==> src/hdl/mpca_config.svh <==
`ifndef MPCA_CONFIG_SVH
`define MPCA_CONFIG_SVH

// batch shape
`define MPCA_NUM_REQ      8
`define MPCA_NUM_CH       3

// field widths
`define MPCA_CAP_W        3
`define MPCA_SCORE_W      7
`define MPCA_WORD_W       16

// cipher rounds, one expanded key each
`define MPCA_KEY_ROUNDS   4

// flow control on both sides
`define MPCA_QUEUE_DEPTH  8
`define MPCA_OUT_CREDITS  2

// grant code meaning no channel
`define MPCA_NO_CH        3

`endif

==> src/hdl/mpca_pkg.sv <==
`default_nettype none

`include "mpca_config.svh"

package mpca_pkg;

    // ====================
    // scalar types
    // ====================

    typedef logic [$clog2(`MPCA_NUM_REQ)-1:0] idx_t;
    typedef logic [1:0]                         ch_t;
    typedef logic [`MPCA_CAP_W-1:0]             cap_t;
    typedef logic signed [`MPCA_SCORE_W-1:0]    score_t;

    // one capacity per channel, channel 0 in the low bits
    typedef cap_t [`MPCA_NUM_CH-1:0] cap_vec_t;

    // ====================
    // batch types
    // ====================

    typedef struct packed {
        logic [`MPCA_NUM_REQ*`MPCA_WORD_W-1:0]    packets;
        cap_vec_t                                 capacity;
        logic [`MPCA_KEY_ROUNDS*`MPCA_WORD_W-1:0] key;
    } in_batch_t;

    // field order follows the decrypted word, bit 15 down to bit 1
    typedef struct packed {
        logic       valid;
        logic [1:0] qos;
        logic [3:0] len;
        logic [1:0] congestion;
        ch_t        prefer;
        logic [2:0] hint;
        logic       mode;
    } alloc_req_t;

    typedef struct packed {
        alloc_req_t [`MPCA_NUM_REQ-1:0] reqs;
        cap_vec_t                       capacity;
    } req_batch_t;

    // rank[0] holds the index of the highest request
    typedef struct packed {
        req_batch_t               batch;
        idx_t [`MPCA_NUM_REQ-1:0] rank;
    } ranked_batch_t;

    typedef ch_t [`MPCA_NUM_REQ-1:0] grant_vec_t;

endpackage

`default_nettype wire

==> src/hdl/packet_decrypt.sv <==
`timescale 1ns/1ps
`default_nettype none

`include "mpca_config.svh"

module packet_decrypt (
    input  logic                 clk,
    input  logic                 reset,
    input  logic                 in_valid,
    input  mpca_pkg::in_batch_t  in_batch,
    output logic                 req_valid,
    output mpca_pkg::req_batch_t req
);
    import mpca_pkg::*;

    logic [`MPCA_WORD_W-1:0] key_sched [`MPCA_KEY_ROUNDS];
    alloc_req_t [`MPCA_NUM_REQ-1:0] dec_reqs;

    function automatic logic [`MPCA_WORD_W-1:0] rotr(input logic [`MPCA_WORD_W-1:0] v,
                                                     input int n);
        return (v >> n) | (v << (`MPCA_WORD_W - n));
    endfunction

    function automatic logic [`MPCA_WORD_W-1:0] rotl(input logic [`MPCA_WORD_W-1:0] v,
                                                     input int n);
        return (v << n) | (v >> (`MPCA_WORD_W - n));
    endfunction

    // ====================
    // key expansion
    // ====================

    always_comb begin
        key_sched[0] = in_batch.key[`MPCA_WORD_W-1:0];
        for (int r = 1; r < `MPCA_KEY_ROUNDS; r++) begin
            key_sched[r] = (rotr(key_sched[r-1], 7) + in_batch.key[r*`MPCA_WORD_W +: `MPCA_WORD_W])
                           ^ `MPCA_WORD_W'(r - 1);
        end
    end

    // ====================
    // rounds and decode
    // ====================

    // keys are applied last to first
    always_comb begin
        logic [`MPCA_WORD_W-1:0] x;
        logic [`MPCA_WORD_W-1:0] y;
        for (int w = 0; w < `MPCA_NUM_REQ / 2; w++) begin
            x = in_batch.packets[(2*w)*`MPCA_WORD_W +: `MPCA_WORD_W];
            y = in_batch.packets[(2*w+1)*`MPCA_WORD_W +: `MPCA_WORD_W];
            for (int r = `MPCA_KEY_ROUNDS - 1; r >= 0; r--) begin
                y = rotr(y ^ x, 2);
                x = rotl((x ^ key_sched[r]) - y, 7);
            end
            // bit 0 is spare
            dec_reqs[2*w]   = alloc_req_t'(x[`MPCA_WORD_W-1:1]);
            dec_reqs[2*w+1] = alloc_req_t'(y[`MPCA_WORD_W-1:1]);
        end
    end

    always_ff @(posedge clk) begin
        if (reset) begin
            req_valid <= 1'b0;
        end else begin
            req_valid <= in_valid;
        end
    end

    always_ff @(posedge clk) begin
        if (in_valid) begin
            req.reqs     <= dec_reqs;
            req.capacity <= in_batch.capacity;
        end
    end

endmodule

`default_nettype wire

==> src/hdl/priority_sort.sv <==
`timescale 1ns/1ps
`default_nettype none

`include "mpca_config.svh"

module priority_sort (
    input  logic                    clk,
    input  logic                    reset,
    input  logic                    req_valid,
    input  mpca_pkg::req_batch_t    req,
    output logic                    rank_valid,
    output mpca_pkg::ranked_batch_t ranked
);
    import mpca_pkg::*;

    score_t                   score [`MPCA_NUM_REQ];
    idx_t [`MPCA_NUM_REQ-1:0] order;

    // mode 1 reads every field as two's complement
    function automatic score_t calc_score(input alloc_req_t r);
        score_t qos_e;
        score_t len_e;
        score_t cong_e;
        score_t hint_e;
        qos_e  = {{(`MPCA_SCORE_W-2){r.mode & r.qos[1]}}, r.qos};
        len_e  = {{(`MPCA_SCORE_W-4){r.mode & r.len[3]}}, r.len};
        cong_e = {{(`MPCA_SCORE_W-2){r.mode & r.congestion[1]}}, r.congestion};
        hint_e = {{(`MPCA_SCORE_W-3){r.mode & r.hint[2]}}, r.hint};
        return (qos_e <<< 2) - (len_e <<< 1) - (cong_e + (cong_e <<< 1)) + hint_e
               + score_t'(7);
    endfunction

    // returns the pair with the winner in the upper field
    function automatic logic [2*$bits(idx_t)-1:0] order_pair(input idx_t a, input idx_t b);
        logic a_first;
        if (req.reqs[a].valid != req.reqs[b].valid) begin
            a_first = req.reqs[a].valid;
        end else if (score[a] != score[b]) begin
            a_first = score[a] > score[b];
        end else begin
            a_first = a < b;
        end
        return a_first ? {a, b} : {b, a};
    endfunction

    always_comb begin
        for (int i = 0; i < `MPCA_NUM_REQ; i++) begin
            score[i] = calc_score(req.reqs[i]);
        end
    end

    // ====================
    // sorting network
    // ====================

    // six layers, compare-exchange in place
    always_comb begin
        for (int i = 0; i < `MPCA_NUM_REQ; i++) begin
            order[i] = idx_t'(i);
        end
        // layer 0
        {order[0], order[2]} = order_pair(order[0], order[2]);
        {order[1], order[3]} = order_pair(order[1], order[3]);
        {order[4], order[6]} = order_pair(order[4], order[6]);
        {order[5], order[7]} = order_pair(order[5], order[7]);
        // layer 1
        {order[0], order[4]} = order_pair(order[0], order[4]);
        {order[1], order[5]} = order_pair(order[1], order[5]);
        {order[2], order[6]} = order_pair(order[2], order[6]);
        {order[3], order[7]} = order_pair(order[3], order[7]);
        // layer 2, ends of the order are final here
        {order[0], order[1]} = order_pair(order[0], order[1]);
        {order[2], order[3]} = order_pair(order[2], order[3]);
        {order[4], order[5]} = order_pair(order[4], order[5]);
        {order[6], order[7]} = order_pair(order[6], order[7]);
        // layer 3
        {order[2], order[4]} = order_pair(order[2], order[4]);
        {order[3], order[5]} = order_pair(order[3], order[5]);
        // layer 4
        {order[1], order[4]} = order_pair(order[1], order[4]);
        {order[3], order[6]} = order_pair(order[3], order[6]);
        // layer 5
        {order[1], order[2]} = order_pair(order[1], order[2]);
        {order[3], order[4]} = order_pair(order[3], order[4]);
        {order[5], order[6]} = order_pair(order[5], order[6]);
    end

    always_ff @(posedge clk) begin
        if (reset) begin
            rank_valid <= 1'b0;
        end else begin
            rank_valid <= req_valid;
        end
    end

    always_ff @(posedge clk) begin
        if (req_valid) begin
            ranked.batch <= req;
            ranked.rank  <= order;
        end
    end

endmodule

`default_nettype wire

==> src/hdl/channel_allocator.sv <==
`timescale 1ns/1ps
`default_nettype none

`include "mpca_config.svh"

module channel_allocator (
    input  logic                    clk,
    input  logic                    reset,
    input  logic                    rank_valid,
    input  mpca_pkg::ranked_batch_t ranked,
    output logic                    grant_valid,
    output mpca_pkg::grant_vec_t    grant_vec
);
    import mpca_pkg::*;

    grant_vec_t alloc;

    function automatic ch_t ch_step(input ch_t c, input int n);
        return ch_t'((int'(c) + n) % `MPCA_NUM_CH);
    endfunction

    // ====================
    // rank-ordered walk
    // ====================

    // pivot holds NO_CH until the first fallback of the batch
    always_comb begin
        cap_vec_t   cap;
        ch_t        pivot;
        ch_t        start;
        ch_t        probe;
        ch_t        ch;
        alloc_req_t cur;
        cap   = ranked.batch.capacity;
        pivot = ch_t'(`MPCA_NO_CH);
        start = '0;
        probe = '0;
        alloc = {`MPCA_NUM_REQ{ch_t'(`MPCA_NO_CH)}};
        for (int i = 0; i < `MPCA_NUM_REQ; i++) begin
            cur = ranked.batch.reqs[ranked.rank[i]];
            ch  = ch_t'(`MPCA_NO_CH);
            if (cur.valid) begin
                // code 3 is a channel that never has room
                if (cur.prefer != ch_t'(`MPCA_NO_CH) && cap[cur.prefer] != '0) begin
                    ch = cur.prefer;
                end else begin
                    if (pivot != ch_t'(`MPCA_NO_CH)) begin
                        start = pivot;
                    end else if (cur.prefer == ch_t'(`MPCA_NO_CH)) begin
                        start = '0;
                    end else begin
                        start = cur.prefer;
                    end
                    // round robin from start, first hit wins
                    for (int s = 0; s < `MPCA_NUM_CH; s++) begin
                        probe = ch_step(start, s);
                        if (ch == ch_t'(`MPCA_NO_CH) && cap[probe] != '0) begin
                            ch = probe;
                        end
                    end
                    pivot = (ch != ch_t'(`MPCA_NO_CH)) ? ch_step(start, 1) : ch_step(start, 2);
                end
            end
            alloc[ranked.rank[i]] = ch;
            if (ch != ch_t'(`MPCA_NO_CH)) begin
                cap[ch] = cap[ch] - cap_t'(1);
            end
        end
    end

    always_ff @(posedge clk) begin
        if (reset) begin
            grant_valid <= 1'b0;
        end else begin
            grant_valid <= rank_valid;
        end
    end

    always_ff @(posedge clk) begin
        if (rank_valid) begin
            grant_vec <= alloc;
        end
    end

endmodule

`default_nettype wire

==> src/hdl/grant_queue.sv <==
`timescale 1ns/1ps
`default_nettype none

`include "mpca_config.svh"

module grant_queue (
    input  logic                 clk,
    input  logic                 reset,
    input  logic                 grant_valid,
    input  mpca_pkg::grant_vec_t grant_vec,
    input  logic                 out_credit,
    output logic                 out_valid,
    output mpca_pkg::grant_vec_t grant,
    output logic                 in_credit
);
    import mpca_pkg::*;

    typedef logic [$clog2(`MPCA_QUEUE_DEPTH)-1:0]   ptr_t;
    typedef logic [$clog2(`MPCA_QUEUE_DEPTH+1)-1:0] count_t;
    typedef logic [$clog2(`MPCA_OUT_CREDITS+1)-1:0] credit_t;

    grant_vec_t mem [`MPCA_QUEUE_DEPTH];
    ptr_t       wr_ptr;
    ptr_t       rd_ptr;
    count_t     count;
    credit_t    credits;
    logic       pop;

    // a pop frees a slot, so it returns an upstream credit too
    assign pop       = (count != '0) && (credits != '0);
    assign out_valid = pop;
    assign in_credit = pop;
    assign grant     = mem[rd_ptr];

    always_ff @(posedge clk) begin
        if (grant_valid) begin
            mem[wr_ptr] <= grant_vec;
        end
    end

    always_ff @(posedge clk) begin
        if (reset) begin
            wr_ptr  <= '0;
            rd_ptr  <= '0;
            count   <= '0;
            credits <= credit_t'(`MPCA_OUT_CREDITS);
        end else begin
            if (grant_valid) begin
                wr_ptr <= (wr_ptr == ptr_t'(`MPCA_QUEUE_DEPTH - 1)) ? '0 : wr_ptr + ptr_t'(1);
            end
            if (pop) begin
                rd_ptr <= (rd_ptr == ptr_t'(`MPCA_QUEUE_DEPTH - 1)) ? '0 : rd_ptr + ptr_t'(1);
            end
            case ({grant_valid, pop})
                2'b10:   count <= count + count_t'(1);
                2'b01:   count <= count - count_t'(1);
                default: count <= count;
            endcase
            // downstream credits, spent per out_valid
            case ({out_credit, pop})
                2'b10:   credits <= credits + credit_t'(1);
                2'b01:   credits <= credits - credit_t'(1);
                default: credits <= credits;
            endcase
        end
    end

endmodule

`default_nettype wire

==> src/hdl/mpca_top.sv <==
`timescale 1ns/1ps
`default_nettype none

module mpca_top (
    input  logic                 clk,
    input  logic                 reset,
    input  logic                 in_valid,
    input  mpca_pkg::in_batch_t  in_batch,
    output logic                 in_credit,
    output logic                 out_valid,
    output mpca_pkg::grant_vec_t grant,
    input  logic                 out_credit
);
    import mpca_pkg::*;

    // stage links
    logic          req_valid;
    req_batch_t    req;
    logic          rank_valid;
    ranked_batch_t ranked;
    logic          grant_valid;
    grant_vec_t    grant_vec;

    packet_decrypt i_packet_decrypt (
        .clk      (clk),
        .reset    (reset),
        .in_valid (in_valid),
        .in_batch (in_batch),
        .req_valid(req_valid),
        .req      (req)
    );

    priority_sort i_priority_sort (
        .clk       (clk),
        .reset     (reset),
        .req_valid (req_valid),
        .req       (req),
        .rank_valid(rank_valid),
        .ranked    (ranked)
    );

    channel_allocator i_channel_allocator (
        .clk        (clk),
        .reset      (reset),
        .rank_valid (rank_valid),
        .ranked     (ranked),
        .grant_valid(grant_valid),
        .grant_vec  (grant_vec)
    );

    grant_queue i_grant_queue (
        .clk        (clk),
        .reset      (reset),
        .grant_valid(grant_valid),
        .grant_vec  (grant_vec),
        .out_credit (out_credit),
        .out_valid  (out_valid),
        .grant      (grant),
        .in_credit  (in_credit)
    );

endmodule

`default_nettype wire

==> config.mk <==
export PLATFORM = sky130hd
export DESIGN_NAME = mpca_top
export DESIGN_NICKNAME = d
export VERILOG_FILES = /design/src/hdl/mpca_pkg.sv /design/src/hdl/packet_decrypt.sv /design/src/hdl/priority_sort.sv /design/src/hdl/channel_allocator.sv /design/src/hdl/grant_queue.sv /design/src/hdl/mpca_top.sv
export VERILOG_INCLUDE_DIRS = /design/src /design/src/hdl
export SDC_FILE = /design/constraint.sdc
export NUM_CORES = 2
export LEC_CHECK = 0
export ABC_AREA = 1
export BUFFER_PORTS_ARGS = -buffer_cell sky130_fd_sc_hd__buf_2
export CORE_ASPECT_RATIO = 2
export CORE_MARGIN = 1.5
export CORE_UTILIZATION = 50
export CTS_BUF_LIST = sky130_fd_sc_hd__clkbuf_16
export CTS_CLUSTER_DIAMETER = 60
export DETAILED_ROUTE_END_ITERATION = 10
export HOLD_SLACK_MARGIN = 0.1
export PLACE_DENSITY = 0.67
export RECOVER_POWER = 50
export SLEW_MARGIN = 30
export SYNTH_ARGS = -nofsm -noshare
export SYNTH_HDL_FRONTEND = slang
export SYNTH_SLANG_ARGS = --single-unit
==> constraint.sdc <==
create_clock -name clk -period 39.2 [get_ports clk]
set_clock_uncertainty 0.1 [all_clocks]
set_input_delay 7.84 -clock clk [delete_from_list [all_inputs] [get_ports clk]]
set_output_delay 7.84 -clock clk [all_outputs]
set_load 0.01 [all_outputs]
==> key figures, run 1 <==
Floorplan
  • I/O pins: 223
  • Die W: 232 um
  • Row cnt: 167
  • Die Y: 461 um
  • Starting Density: 50.5%

Placed design
  • Routability cong.: 1.18
  • Port Buffers: 222
  • DP Wirelength: 210000 um

Synthesis
  • Async set or reset register ratio after synthesis: 0%
  • Synth Flop Type: edfxtp_1
  • Post-Syn Area: 52400 um2
  • Synth area leaders: edfxtp_1, ha_1, xor2_1
  • FF+latch count, synth: 348
  • Seq/Total Area, Yosys: 19.6%
  • Syn_nets: 8000
  • Mapped Cells: 7136
  • Cell taking the most area after synthesis: edfxtp_1
  • Synth cell types: 79
  • Mapped Avg Cell Area: 7.34 um2
  • Post-synth EDFFs: 330
  • YS warnings: 0
  • Synth top area share: 18.9%

Clocking
  • # Post-CTS Setup Buffers: 0
  • H-tree lvl count: 1
  • Root Buffer: clkbuf_16
  • Post_cts resized: 0
  • CTS Buf Count: 30
  • CTS Buffer Depth: 3
  • Sink Count: 348
  • Hold buffer count at cts: 0

GRT
  • Grt ovf: 55
  • Tot GR Track Use: 56.6%
  • Largest net degree at the start of global routing: 71
  • First-pass GRT wire length: 434000 um
  • Vias in the first global route: 58000

Outcome
  • Stop stage: 5_1_grt
  • Outcome: did not finish
  • Error msg: [ERROR GRT-0116] Global routing finished with congestion. Check the congestion regions in the DRC Viewer.
layer usage:
layer  overflow  track usage [%]
met1          0             49.4
met2         29             86.8
met3          0             28.9
met4         26             65.9
met5          0             1.07
synth_stat cells, types with 10 or more instances:
master and instances:
a211oi_1 19, clkbuf_1 239, xor2_1 459, clkinv_2 10, a221oi_1 20, o21bai_1 63, nor2_1 479, ha_1 559
inv_1 926, o221ai_1 51, nand2_4 26, nand2_2 89, a31oi_1 67, o211ai_1 219, or2_2 36, o32ai_1 40
o21ai_1 45, inv_2 40, nand4_1 48, dfxtp_1 18, a21oi_1 521, nand3_1 193, fa_1 100, buf_1 10
edfxtp_1 330, nand3_2 62, buf_6 10, and2_1 16, clkinv_1 23, o21ai_2 11, o31ai_1 14, nand3b_1 11
nor2_2 10, nand2_1 1028, nor2_4 10, o22ai_1 100, o21ai_0 690, nor3_1 67, xnor2_1 360
cells by family after synthesis:
logic type               synth area share [%]
buffers and inverters                    9.53
XOR/XNOR                                 13.8
flip-flops                               19.6
adder cells (fa/ha/maj)                  17.3
AND/OR/NAND/NOR                          18.3
AO/OA/AOI/OAI                            21.6
stage by stage:
| stage | instance area [um2] | instances | hold slack (ns) | util (%) | setup slack, ns |
|---|---|---|---|---|---|
| after CTS | 56700 | 8678 | 0.323 | 54.7 | 13.45 |
| after detailed placement | 55600 | 8623 | 0.306 | 53.7 | 12.79 |
| after global placement | 55600 | 8622 | 0.302 | 53.6 | 12.96 |
| after floorplan | 52400 | 7136 | 0.300 | - | 16.68 |
==> run 2: changes to the inputs <==
CORE_ASPECT_RATIO = not set   (was 2)
CORE_UTILIZATION = 35   (was 50)
CTS_BUF_LIST = not set   (was sky130_fd_sc_hd__clkbuf_16)
CTS_CLUSTER_DIAMETER = not set   (was 60)
HOLD_SLACK_MARGIN = not set   (was 0.1)
PLACE_DENSITY = not set   (was 0.67)
PLACE_DENSITY_LB_ADDON = 0.15   (was not set)
==> key figures, run 2 <==
Outcome
  • Outcome: finished, violations left
  • Violated checks: capacitance limit, slew limit

Clocking
  • CTS Buf Count: 39
  • Worst skew pair latency: 0.62 ns
  • Post_cts resized: 0
  • Root Buffer: clkbuf_16
  • # Post-CTS Setup Buffers: 0
  • H-tree lvl count: 2
  • Sink Count: 348
  • Clock Pin Slew Worst Setup and Hold Paths: 0.07 ns
  • CTS tree: built
  • Hold buffer count at cts: 0
  • CTS Buffer Depth: 3

STA
  • Final hold violation count: 0
  • Max-slew violations: 59
  • Rel. slew slack: -126%
  • Post-layout min period: 25.32 ns
  • Fin crit share: 64.6%
  • RSZ-0062 raised after global routing: false
  • Setup TNS: 0 ns
  • Final setup violation count: 0
  • Slew of the pin with the lowest slew margin: 3.39 ns
  • Upper clock frequency limit: 0.0395 GHz

GRT
  • First-pass GRT wire length: 307000 um
  • Largest net degree at the start of global routing: 72
  • Tot GR Track Use: 26.6%
  • Antenna violations before repair: 3
  • Vias in the first global route: 48500
  • Grt ovf: 0

Synthesis
  • Post-synth EDFFs: 330
  • Synth Flop Type: edfxtp_1
  • Seq/Total Area, Yosys: 19.6%
  • Mapped Cells: 7136
  • Syn_nets: 8000
  • Synth area leaders: edfxtp_1, ha_1, xor2_1
  • Mapped Avg Cell Area: 7.34 um2
  • Async set or reset register ratio after synthesis: 0%
  • Synth top area share: 18.9%
  • Cell with the most instances after synthesis: nand2_1
  • Commonest cells in the netlist: nand2_1, inv_1, o21ai_0
  • YS warnings: 0
  • Synth cell types: 79
  • Cell taking the most area after synthesis: edfxtp_1
  • FF+latch count, synth: 348
  • Post-Syn Area: 52400 um2

Floorplan
  • Row cnt: 141
  • Die Y: 390 um
  • Core footprint: 148000 um2
  • Die W: 390 um
  • Die area: 152000 um2
  • I/O pins: 223
  • Starting Density: 35.3%

Worst setup path
  • Worst path slowest cell: xor2_1
  • Flop2flop setup slack: 15.37 ns
  • Crit-path max cell delay: 0.82 ns
  • Register-to-Register Path Depth: 95
  • WP data arrival: 25.50 ns
  • Worst setup path endpoint: i_packet_decrypt.req[104]
  • Reg-to-reg endpoint: i_priority_sort.ranked[18]
  • R2R Path Start: i_packet_decrypt.req[30]
  • Crit path capture type: flop
  • Critical path required time: 39.38 ns
  • CP startpoint kind: input pin
  • Setup CP Type: input pin to flop
  • CP max FO: 5
  • CP most frequent cell: a21oi_1
  • CP startpoint: in_batch[7]

Final layout
  • Util after Layout: 38.7%
  • Final nets: 8134
  • Most frequent cells in the layout: nand2_1, inv_1, o21ai_0, ha_1, a21oi_1
  • Top reg by flops: i_packet_decrypt.req
  • Commonest non-fill, non-tap cell in the layout: nand2_1
  • Max FFs per register: 129
  • Biggest regs: i_packet_decrypt.req: 129 flops, i_grant_queue.mem: 128 flops, i_priority_sort.ranked: 57 flops
  • Design Area, Final: 57300 um2
  • Layout cells sized above 1: 10.4%
  • Area grow syn2layout: 9.36%

Placed design
  • Placement Cell Area: 56000 um2
  • Port Buffers: 222
  • DP Wirelength: 165000 um
  • Routability cong.: 0.972

Route
  • Drt drc: 0
  • DRT Wirelength: 209000 um
  • Post-DR vias/cell: 5.54
  • Routed via count: 51200
  • Final ANT Viol Nets: 0
  • WL/cell: 22.6 um
  • DRT iter0 DRCs: 4546
  • Drt pass-1 iters: 6

Min path
  • Worst Hold Class: flop to flop

Job
  • Maxcap violations: 1
==> run 2: cell counts after synthesis <==
No cell type changed its count.
==> run 2: per-layer routing <==
metal  routed length [um]  GRT usage (%)  vias up
met3                14600           3.34      418
met1                89800           35.6    24100
met4                 8780           9.91        0
met2                95900           43.8     2033
met5                    0              0        -
li1                     -              -    24600
==> run 2: critical path, delay by kind of cell <==
kind | cells | cell delay [ns]
AOI/OAI and AO/OA | 47 | 7.77
xor gates and xnor gates | 13 | 4.00
adders and majority gates | 8 | 2.78
and+or+nand+nor | 26 | 2.70
buffers and inverters | 5 | 0.43
==> run 2: area by class of cell <==
class | count | area (um2)
sequential | 348 | 10300
multi-input combinational | 5509 | 37300
inverter | 1012 | 3880
tap | 1930 | 2410
antenna | 2 | 5.00
clock inverter | 23 | 335
timing repair buffer | 360 | 2120
clock buffer | 47 | 1010
fill | 15600 | 90900
==> run 2: worst min-delay path by stage <==
stage | from | end | slack [ns] | cells past startpoint
global route | i_packet_decrypt.req[89] | i_priority_sort.ranked[113] | 0.33 | 0
CTS | i_packet_decrypt.req[88] | i_priority_sort.ranked[112] | 0.32 | 0
global placement | i_packet_decrypt.req[118] | i_priority_sort.ranked[142] | 0.30 | 0
finish | i_packet_decrypt.req[3] | i_priority_sort.ranked[27] | 0.32 | 0
detailed placement | i_packet_decrypt.req[89] | i_priority_sort.ranked[113] | 0.30 | 0
floorplan | i_packet_decrypt.req[88] | i_priority_sort.ranked[112] | 0.30 | 0
==> run 2: per-stage QoR <==
| stage | setup slack (ns) | instances | hold WS [ns] |
|---|---|---|---|
| floorplan | 16.68 | 7136 | 0.300 |
| global placement | 13.47 | 9159 | 0.303 |
| detailed placement | 13.45 | 9159 | 0.305 |
| CTS | 14.00 | 9229 | 0.318 |
| global route | 12.12 | 9229 | 0.325 |
| finish | 13.88 | 9231 | 0.317 |
==> run 2: cells by family (layout without fill, tap and decap cells) <==
logic type,count (synthesis),in the layout,share of synthesized area (%)
AOI/OAI and AO/OA,1921,1921,21.6
xor gates and xnor gates,822,822,13.8
adders and majority gates,663,663,17.3
buffers and inverters,1279,1442,9.53
DFF,348,348,19.6
other,0,2,0
and+or+nand+nor,2103,2103,18.3
Power of run 2 is not shown: default switching activity piles up to over one toggle a cycle in this logic, so the estimate is an artifact.
